### config.mk
export PLATFORM = sky130hd
export DESIGN_NAME = dsp_port
export DESIGN_NICKNAME = d
export VERILOG_FILES = /design/src/design/snd_pkg.sv /design/src/design/dsp_port.sv
export SDC_FILE = /design/constraint.sdc
export NUM_CORES = 1
export LEC_CHECK = 0
export ABC_CLOCK_PERIOD_IN_PS = 2600
export BUFFER_PORTS_ARGS = -buffer_cell sky130_fd_sc_hd__buf_2
export CAP_MARGIN = 25
export CORE_MARGIN = 2
export CORE_UTILIZATION = 51
export CTS_BUF_LIST = sky130_fd_sc_hd__clkbuf_4 sky130_fd_sc_hd__clkbuf_8
export CTS_CLUSTER_SIZE = 40
export DETAILED_ROUTE_END_ITERATION = 10
export GPL_TIMING_DRIVEN = 0
export PLACE_DENSITY = 0.86
export SYNTH_ARGS = -nofsm -noshare
export SYNTH_HDL_FRONTEND = slang
export SYNTH_SLANG_ARGS = --single-unit
### constraint.sdc
create_clock -name clk -period 2.6 [get_ports clk]
set_input_delay 0.26 -clock clk [delete_from_list [all_inputs] [get_ports clk]]
set_output_delay 0.26 -clock clk [all_outputs]
set_load 0.005 [all_outputs]
### src/design/snd_pkg.sv
/*
 * QSound sound board shared definitions
 * Z80 memory map, DSP register page, interrupt timer period and the
 * main-CPU address windows that reach the shared RAM (CPS1 layout)
 */
package snd_pkg;

    // Z80 address regions
    typedef enum logic [2:0] {
        REGION_ROM_LO,   // 0000-7FFF
        REGION_ROM_BANK, // 8000-BFFF
        REGION_RAM,      // C000-CFFF and F000-FFFF
        REGION_DSP,      // D000-DFFF
        REGION_NONE
    } snd_region_e;

    localparam int ROM_AW = 19;  // 512 kB program ROM
    localparam int RAM_AW = 13;  // 8 kB shared RAM

    // banked window starts right after the linear 32 kB
    localparam logic [ROM_AW-1:0] BANK_BASE = 19'h0_8000;

    // low address bits inside the DSP page
    localparam logic [2:0] DSP_CMD_LO  = 3'd0;
    localparam logic [2:0] DSP_CMD_MID = 3'd1;
    localparam logic [2:0] DSP_CMD_HI  = 3'd2;  // also raises the DSP irq
    localparam logic [2:0] DSP_BANK    = 3'd3;
    localparam logic [2:0] DSP_STATUS  = 3'd7;

    // Z80 interrupt every 32000 ticks of the 8 MHz enable, i.e. 250 Hz
    localparam int INT_PERIOD = 32000;
    localparam int INT_CNT_W  = $clog2(INT_PERIOD);
    localparam logic [INT_CNT_W-1:0] INT_LAST = INT_CNT_W'(INT_PERIOD - 1);

    // main address bits 23:12, half-open windows [lo, hi)
    localparam logic [11:0] LOCK_WIN_A_LO = 12'hf18;
    localparam logic [11:0] LOCK_WIN_A_HI = 12'hf1a;
    localparam logic [11:0] LOCK_WIN_B_LO = 12'hf1e;
    localparam logic [11:0] LOCK_WIN_B_HI = 12'hf20;

endpackage

### src/design/dsp_port.sv
/*
 * Z80 to DSP16 parallel port
 * Builds the 24-bit command from three byte writes, raises the DSP
 * interrupt on the high byte and drops it after the DSP input read.
 * Also latches the sample ROM address put out by the DSP
 */
`timescale 1ns/1ps

module dsp_port (
    input  logic        clk,
    input  logic        rst,
    input  logic        cmd_wr,
    input  logic [1:0]  cmd_sel,
    input  logic [7:0]  cmd_data,
    input  logic        dsp_pods_n,
    input  logic        dsp_pids_n,
    input  logic [15:0] dsp_pbus_out,
    input  logic [6:0]  dsp_ab,
    output logic        dsp_irq,
    output logic [15:0] dsp_pbus_in,
    output logic [22:0] qsnd_addr
);

    logic [23:0] cmd;
    logic        last_pods_n;
    logic        last_pids_n;
    logic        pods_rise;
    logic        pids_rise;
    logic        hi_wr;

    assign pods_rise = dsp_pods_n && !last_pods_n;
    assign pids_rise = dsp_pids_n && !last_pids_n;
    assign hi_wr     = cmd_wr && ({1'b0, cmd_sel} == snd_pkg::DSP_CMD_HI);

    always_ff @(posedge clk or posedge rst) begin
        if (rst) begin
            last_pods_n <= 1'b1;
            last_pids_n <= 1'b1;
            dsp_irq     <= 1'b0;
        end else begin
            last_pods_n <= dsp_pods_n;
            last_pids_n <= dsp_pids_n;
            if (hi_wr)
                dsp_irq <= 1'b1;
            else if (pids_rise)
                dsp_irq <= 1'b0;  // DSP has read the high byte
        end
    end

    always_ff @(posedge clk) begin
        if (cmd_wr) begin
            case ({1'b0, cmd_sel})
                snd_pkg::DSP_CMD_LO:  cmd[7:0]   <= cmd_data;
                snd_pkg::DSP_CMD_MID: cmd[15:8]  <= cmd_data;
                snd_pkg::DSP_CMD_HI:  cmd[23:16] <= cmd_data;
                default: ;
            endcase
        end
        if (pods_rise)
            qsnd_addr[15:0] <= dsp_pbus_out;
        qsnd_addr[22:16] <= dsp_ab;  // upper bits straight from the address bus
    end

    // high byte goes first while irq is pending, then the low word
    always_comb begin
        if (!dsp_pods_n)
            dsp_pbus_in = dsp_irq ? {8'd0, cmd[23:16]} : cmd[15:0];
        else
            dsp_pbus_in = 16'hffff;
    end

endmodule

==> metrics list, run 1 <==
- Worst Clk Skew: 0.00311 ns
- The mapped netlist covers 1680 um2.
* Total wire length after detailed routing: 3600 um
- The worst setup path is of the primary input to primary output kind.
- Io pins: 78
* Compound-cell area share of the yosys netlist: 8.20%
- After global routing the overflow that remains totals 0.
* Number of antenna cells inserted: 0
- The first global-routing pass estimated 5090 um of wire.
* Final hold slack: 0.0659 ns
- The critical path contains buffers and inverters numbering 5 combined.
- For this run, asynchronously set or reset flops after synthesis account for 6.00%.
- The routed design uses 2040 um of met2 wire.
- Total iterations of the first detailed-routing run: 4
- Area of the die: 3760 um2
- Adder-cell share of the synthesized area: 0%
- Counting flops and latches in the post-synthesis netlist gives 50.
* Normalized max-slew margin: 50.4%
- Clock insertion delay at the later pin of the skew report: 0.36 ns
- Clk pin slew, worst setup/hold paths: 0.14 ns
- Port buffering added 77 buffers.
- Clock tree from TritonCTS: yes
* Avg Cell Area, Syn: 19.7 um2
* Overall routing resource usage: 20.0%
- The clock passes through at most 2 buffers.
- Number of antenna violations at the first check in global routing: 0
- Broken down by cell family, the worst path's largest delay share belongs to buffers and inverters.
- The largest single stage delay on the critical path is 0.53 ns.
- Dividing the detail-routed wire length by the instance count gives 15.9 um.
* Number of hold violations in the final report: 0
* Post-route worst setup slack: 0.691 ns
- Tightest Hold Check Type: primary input to flip-flop
* Top fanout value on the critical path: 10
- Met3 wire length: 180 um
- For this configuration, the core starts out at a cell density of 54.1%.
- Cell breakdown of the critical path: dlygate4sd3_1 > buf_2 > buf_2 > buf_2 > a211o_1 > buf_2
* Static leakage: 0.000992 uW
* Uppermost layer routed: met4
- After synthesis, the largest family of logic cells by area is compound AO/OA/AOI/OAI gates.
* Data required time of the critical path: 2.34 ns
* Number of rows in the core area: 20
* IR drop worst, VDD: 0.000432 V
- The via count of the first global-routing pass is 1105.
- Derived from the worst setup path, the maximum achievable clock frequency is 0.524 GHz.
- Outcome: completed
* Total placed instance area: 2130 um2
- Critical path data arrival time: 1.65 ns
* Net count of the mapped netlist: 123
- Power spread over the standard cell area amounts to 623 nW/um2.
- Count of max-cap constraint violations: 0
- The smallest clock period supported by the final layout is computed as 1.91 ns.
- Cell mode on critical path: sky130_fd_sc_hd__buf_2
- Area share of and/or/nand/nor cells after synthesis: 5.22%
* Post-synthesis xor/xnor area fraction: 0%
- Before CTS, the worst setup slack after placement is 0.861 ns.
- Multiplexer cells account for 0% of the synthesized area.
- Number of synthesized flops with an enable pin: 40
* Final setup violation count: 0
- Counting the buffers created by CTS gives 5.
- Cell at the root of the clock tree: sky130_fd_sc_hd__clkbuf_4
- From synthesis to final layout, the design area changed by 36.4%.
* Synth top area cells: sky130_fd_sc_hd__edfxtp_1, sky130_fd_sc_hd__dfxtp_1, sky130_fd_sc_hd__a211o_1, sky130_fd_sc_hd__a21o_1, sky130_fd_sc_hd__nor2b_1
- Cell with the biggest individual delay on the critical path: sky130_fd_sc_hd__dlygate4sd3_1
- Non-Filler Cell Area, Final: 2290 um2
- Final number of max-transition violations: 0
- Placeable core region: 3100 um2
* Final total negative setup slack: 0 ns
- In the routed design, unresolved DRC markers number 0.
* Net count, final: 219
- After the first detailed-routing iteration, the DRC count stood at 37.
- The worst setup path is captured at a primary output.
- Layout cells sized above 1: 51.1%
* Share of the synthesized area in the top cell type: 71.6%
- The detail route stage leaves a number of antenna-violating nets equal to 0.
- Detailed-routing wirelength on met1: 1310 um
* Most frequent cells in the layout: sky130_fd_sc_hd__buf_2, sky130_fd_sc_hd__edfxtp_1, sky130_fd_sc_hd__dlygate4sd3_1, sky130_fd_sc_hd__a21o_1, sky130_fd_sc_hd__nor2b_1
- Setup repair after global routing left no endpoint under its margin.
* Most common flop cell mapped by yosys: sky130_fd_sc_hd__edfxtp_1
- From left edge to right edge, the die measures 61.4 um.
- Pin count of the biggest net entering global routing: 17
- Clock sink count: 50
- Critical Path Start Type: primary input
- Synthesis produced a netlist whose cell count is 85.
* Worst-Margin Slew: 0.742 ns
* Total via count in the routed design: 1099
- Biggest area consumer among synthesized cells: sky130_fd_sc_hd__edfxtp_1
- Register area share after synthesis: 84.6%
* Routability Congestion: 0.713
- After layout, the worst path uses 73.4% of the clock period.
* Most common library cell in the layout ignoring fill and taps: sky130_fd_sc_hd__buf_2
* # H-tree levels: 2
* Count of different cell masters after synthesis: 14
- Number of warnings issued by yosys: 0
- DIE HEIGHT: 61.4 um
- In the routed layout, each cell is associated on average with a via count of 4.86.
power by group:
part	internal [uW]	switching, uW
registers	906	15.0
logic	82.6	73.3
clock network	107	241
through the flow:
stage                     cells  util [%]  power [uW]
final                       226      73.8        1420
after global routing        226      73.8        1490
after CTS                   226      73.8        1430
after detailed placement    208      68.7        1080
after global placement      206      68.3        1080
after floorplan              85         -         997
per-layer routing:
metal / GRT usage, % / vias up
met5: 0 / -
met3: 3.36 / 7
met1: 21.9 / 533
li1: - / 512
met4: 9.42 / 0
met2: 37.5 / 47
synthesized netlist by cell type (2+ instances only):
library cell,n
sky130_fd_sc_hd__nor2b_1,9
sky130_fd_sc_hd__buf_2,2
sky130_fd_sc_hd__dfstp_2,2
sky130_fd_sc_hd__dfxtp_1,7
sky130_fd_sc_hd__and3b_1,2
sky130_fd_sc_hd__a21o_1,9
sky130_fd_sc_hd__edfxtp_1,40
sky130_fd_sc_hd__a211o_1,8
cell type report:
cell class / count / area [um2]
Sequential cell: 50 / 1420
Fill cell: 223 / 815
Timing Repair Buffer: 89 / 498
Multi-Input combinational cell: 30 / 225
Tap cell: 44 / 55.1
Clock buffer: 5 / 37.5
Buffer: 3 / 21.3
Clock inverter: 3 / 20.0
Inverter: 2 / 12.5
worst reg2reg max path, cell delays in order, from the launching register on:
cell and delay (ns):
sky130_fd_sc_hd__dfstp_2 0.39, sky130_fd_sc_hd__nor2b_1 0.26, sky130_fd_sc_hd__buf_4 0.28
registers in the layout, summed over array words and instances, names as in the netlist:
signal	count
dsp_irq	1
cmd	24
last_pods_n	1
last_pids_n	1
qsnd_addr	23
timing repair:
| item | CTS | global route |
|---|---|---|
| resized for setup | 0 | 0 |
| endpoints found under the hold margin | 12 | 0 |
| hold buffers | 10 | 0 |
| buffers inserted | 0 | 0 |
logic make-up (layout without fill, tap and decap cells):
group / count (synthesis) / in the layout
compound gates: 17 / 17
buf+inv: 5 / 102
flops: 50 / 50
simple gates: 13 / 13
path summary, 6_finish.rpt:
kind	start	end	slack, ns	cells past startpoint
max in group asynchronous	rst	last_pods_n	2.09	3
hold / removal	dsp_pbus_out[8]	qsnd_addr[8]	0.07	1
min in group asynchronous	rst	dsp_irq	0.29	3
setup / recovery	dsp_pods_n	dsp_pbus_in[7]	0.69	6
hold reg to reg	last_pids_n	dsp_irq	0.69	2
setup reg to reg	last_pods_n	qsnd_addr[1]	1.39	2
Power figures use the tool's default switching activity.
==> run 2: changes to the inputs <==
Settings changed: ABC_AREA set to 1, ABC_CLOCK_PERIOD_IN_PS 2600 to 1900, CORE_UTILIZATION 51 to 47, PLACE_DENSITY 0.86 to 0.8.
Clock period 2.6 ns to 1.9 ns, I/O delays scaled along.
==> run 2 against run 1 <==
Against the previous run:
- cell count increased by 18%
- combinational power increased by 63%
- clock skew about the same
- synthesized cell count increased by 26%
- critical path depth unchanged
- non-clock buffer count increased by 17
- highest routed layer unchanged
- utilization decreased by 0.070 points
- largest cell class unchanged
==> metrics list, run 2 <==
- The final core utilization was 73.7% (about the same).
* Setup WS pre-CTS: 0.444 ns (-0.417 ns)
- Clock sink count: 50 (unchanged)
- The number of levels in the clock H-tree was 2 (unchanged).
- Counting flops per register, the top entry is cmd.
* Number of standard cells after synthesis: 107 (+26%)
- Synth cell count leaders: sky130_fd_sc_hd__edfxtp_1, sky130_fd_sc_hd__nand2_1, sky130_fd_sc_hd__dfxtp_1, sky130_fd_sc_hd__nand3_1, sky130_fd_sc_hd__inv_1
- The peak supply drop came to 0.000824 V (+91%).
* Async set-reset flop share out of synthesis: 6.00% (unchanged)
* Post-CTS repair timing setup buffer count: 0 (unchanged)
* Tightest Hold Check Type: primary input to flip-flop
- The length of the first detailed-routing pass in iterations is 4 (unchanged).
- The total of warnings raised by yosys came to 0 (unchanged).
* Largest regs: cmd (24), qsnd_addr (23)
* Placeable core region: 3390 um2 (+9.2%)
* Count of different cell masters after synthesis: 16 (+2)
- Total wire length after detailed routing: 3640 um (+1.3%)
* Cell area after synthesis: 1690 um2 (+0.52%)
* Most common flop cell mapped by yosys: sky130_fd_sc_hd__edfxtp_1
* Via count of the first global-routing pass: 1208 (+9.3%)
- DIE WIDTH: 63.9 um (+4.2%)
- Biggest area consumer among synthesized cells: sky130_fd_sc_hd__edfxtp_1
* Net count of the mapped netlist: 145 (+18%)
* Most frequent cells in the layout: sky130_fd_sc_hd__buf_2, sky130_fd_sc_hd__edfxtp_1, sky130_fd_sc_hd__nand2_1, sky130_fd_sc_hd__dlygate4sd3_1
- The number of filler cells placed in the layout came to 235 (+5.4%).
- The starting DRC count in detailed routing came to 62 (+68%).
- The slowest stage of the critical path belongs to the cell sky130_fd_sc_hd__dlygate4sd3_1.
- Crit. End Element: primary output
* Worst Clk Skew: 0.00302 ns (-0.0000818 ns)
* Number of synthesized flops with an enable pin: 40 (unchanged)
- The slew at the pin with the worst max-slew slack is 0.631 ns (-0.112 ns).
- The register clock-pin slew on the reported worst setup and hold paths was 0.13 ns (about the same).
- Initial cell density of the core: 49.8% (-4.3 points)
* Post-route worst setup slack: 0.235 ns (-0.456 ns)
* Routability Congestion: 0.775 (+8.8%)
- Residual overflow from global routing: 0 (unchanged)
- Outcome: completed
- Number of gates resized after CTS: 0 (unchanged)
- Final period util: 87.6%
- Final setup violation count: 0 (unchanged)
* DIE HEIGHT: 63.9 um (+4.2%)
- Normalized max-slew margin: 57.6% (+7.2 points)
- The signal on the critical path passes through dlygate4sd3_1 > buf_2 > inv_2 > buf_2 > nand2_1 > buf_2.
- Remaining DRCs: 0 (unchanged)
- Number of antenna cells inserted: 0 (unchanged)
- The ratio of cells with drive above 1 in the final layout is 44.8% (-6.3 points).
* Number of flip-flops under the largest register name: 24 (unchanged)
- The total power divided by cell area was 846 nW/um2 (+36%).
* Overall routing resource usage: 18.5% (-1.5 points)
- The cell that appears most often on the critical path is sky130_fd_sc_hd__buf_2.
- The area share of the largest cell type after synthesis came to 71.2% (-0.37 points).
- Net count, final: 258 (+18%)
* Number of hold violations in the final report: 0 (unchanged)
* Total via count in the routed design: 1221 (+11%)
- The final total negative setup slack was 0 ns (unchanged).
* Vias per cell: 4.57 (-6.0%)
- Number of CTS-inserted buffers: 5 (unchanged)
- Number of antenna violations at the first check in global routing: 0 (unchanged)
- Io pins: 78 (unchanged)
- Bufs on Longest Clock Path: 2 (unchanged)
- The floorplan die area came to 4080 um2 (+8.5%).
- Timing would allow up to 0.600 GHz.
* Wire length of the first global-routing pass: 5480 um (+7.7%)
* Pin count of the biggest net entering global routing: 16 (-1)
* Area delta synth->final: 48.1%
- The number of cells on the worst hold path came to 1 (unchanged).
* Most common library cell in the layout ignoring fill and taps: sky130_fd_sc_hd__buf_2
* Critical path data arrival time: 1.48 ns (-0.17 ns)
* Worst path max stage delay: 0.53 ns (about the same)
- Register area share after synthesis: 84.1% (-0.44 points)
* R2r worst-path depth: 2 (unchanged)
- Critical Path Start Type: primary input
- The total of max-cap violations is 0 (unchanged).
* Number of nets with antenna violations after routing: 0 (unchanged)
- Routed length per instance: 13.6 um (-14%)
* Top fanout value on the critical path: 10 (unchanged)
- Port Buffers: 77 (unchanged)
- The flip-flop and latch count after synthesis came to 50 (unchanged).
- Most numerous cell in the Yosys netlist: sky130_fd_sc_hd__edfxtp_1
* Final critical delay including setup and external delays: 1.67 ns
* RSZ-0062 raised after global routing: no
* Crit Path Class: primary input to primary output
* HPWL after detailed placement: 2460 um
* Clock tree from TritonCTS: yes
- The worst-skew pair later-pin latency was 0.36 ns (about the same).
- The placement row count came to 21 (+5.0%).
- The leakage power of the design is 0.00110 uW (+11%).
* Final number of max-transition violations: 0 (unchanged)
* Cell at the root of the clock tree: sky130_fd_sc_hd__clkbuf_4
- Synth top area cells: sky130_fd_sc_hd__edfxtp_1, sky130_fd_sc_hd__dfxtp_1, sky130_fd_sc_hd__nand2_1, sky130_fd_sc_hd__dfstp_2, sky130_fd_sc_hd__nand3_1
* Data required time of the critical path: 1.71 ns (-0.63 ns)
- Avg Cell Area, Syn: 15.8 um2 (-20%)
## run 2: final timing paths
path / from / endpoint / slack (ns)
setup / recovery: dsp_pods_n / dsp_pbus_in[13] / 0.23
hold / removal: cmd_data[3] / cmd[3] / 0.03
setup reg to reg: last_pods_n / qsnd_addr[4] / 0.73
hold reg to reg: last_pids_n / dsp_irq / 0.57
max in group asynchronous: rst / last_pids_n / 1.47
min in group asynchronous: rst / dsp_irq / 0.22
## run 2: cells by family (layout without fill, tap and decap cells)
family | Yosys count | count (layout) | synth area share, %
DFF | 50 | 50 | 84.1
buffers and inverters | 10 | 124 | 3.71
and+or+nand+nor | 47 | 47 | 12.2
## run 2: area by class of cell
cell class | count | area (um2) | area share [%]
repair buffers | 106 | 672 | 26.9
multi-input cells | 47 | 205 | 8.22
flip-flops and latches | 50 | 1420 | 56.8
plain buffers | 3 | 31.3 | 1.25
inverters | 7 | 31.3 | 1.25
well taps | 46 | 57.6 | 2.30
clock buffers | 6 | 45.0 | 1.80
clock inverters | 2 | 36.3 | 1.45
## run 2: timing repair
| item | 4_1_cts | 5_1_grt |
|---|---|---|
| endpoints found under the hold margin | 28 | 0 |
| endpoints found under the setup margin | 0 | 0 |
| hold buffers | 26 | 0 |
## run 2: worst max-delay path, delay by kind of cell
family                 cells  cell delay (ns)
AND/OR/NAND/NOR            1             0.09
buffers and inverters      5             1.17
## run 2: per-layer routing
metal  share of wire (%)  wire length (um)  vias up  GRT usage [%]
met4                 4.0               145        0           12.5
met2                  53              1920       43           31.5
li1                    -                 -      593              -
met5                   0                 0        -              0
met3                 4.4               160       13           3.87
met1                  39              1420      572           20.9
## run 2: through the flow
step	area (um2)	power (uW)	cells	hold WS, ns
6_report	2500	2110	267	0.0281
5_1_grt	2500	2200	267	0.00215
4_1_cts	2500	2130	267	0.0109
3_5_place_dp	2160	1490	233	0.0613
3_3_place_gp	2130	1480	230	0.0536
2_1_floorplan	1690	1370	107	-0.0578
## run 2: report_power, final
group / switching, uW / internal [uW] / leakage, uW
clock: 309 / 293 / 0.0000462
combinational: 121 / 134 / 0.000589
sequential: 14.2 / 1240 / 0.000463
total: 444 / 1670 / 0.00110
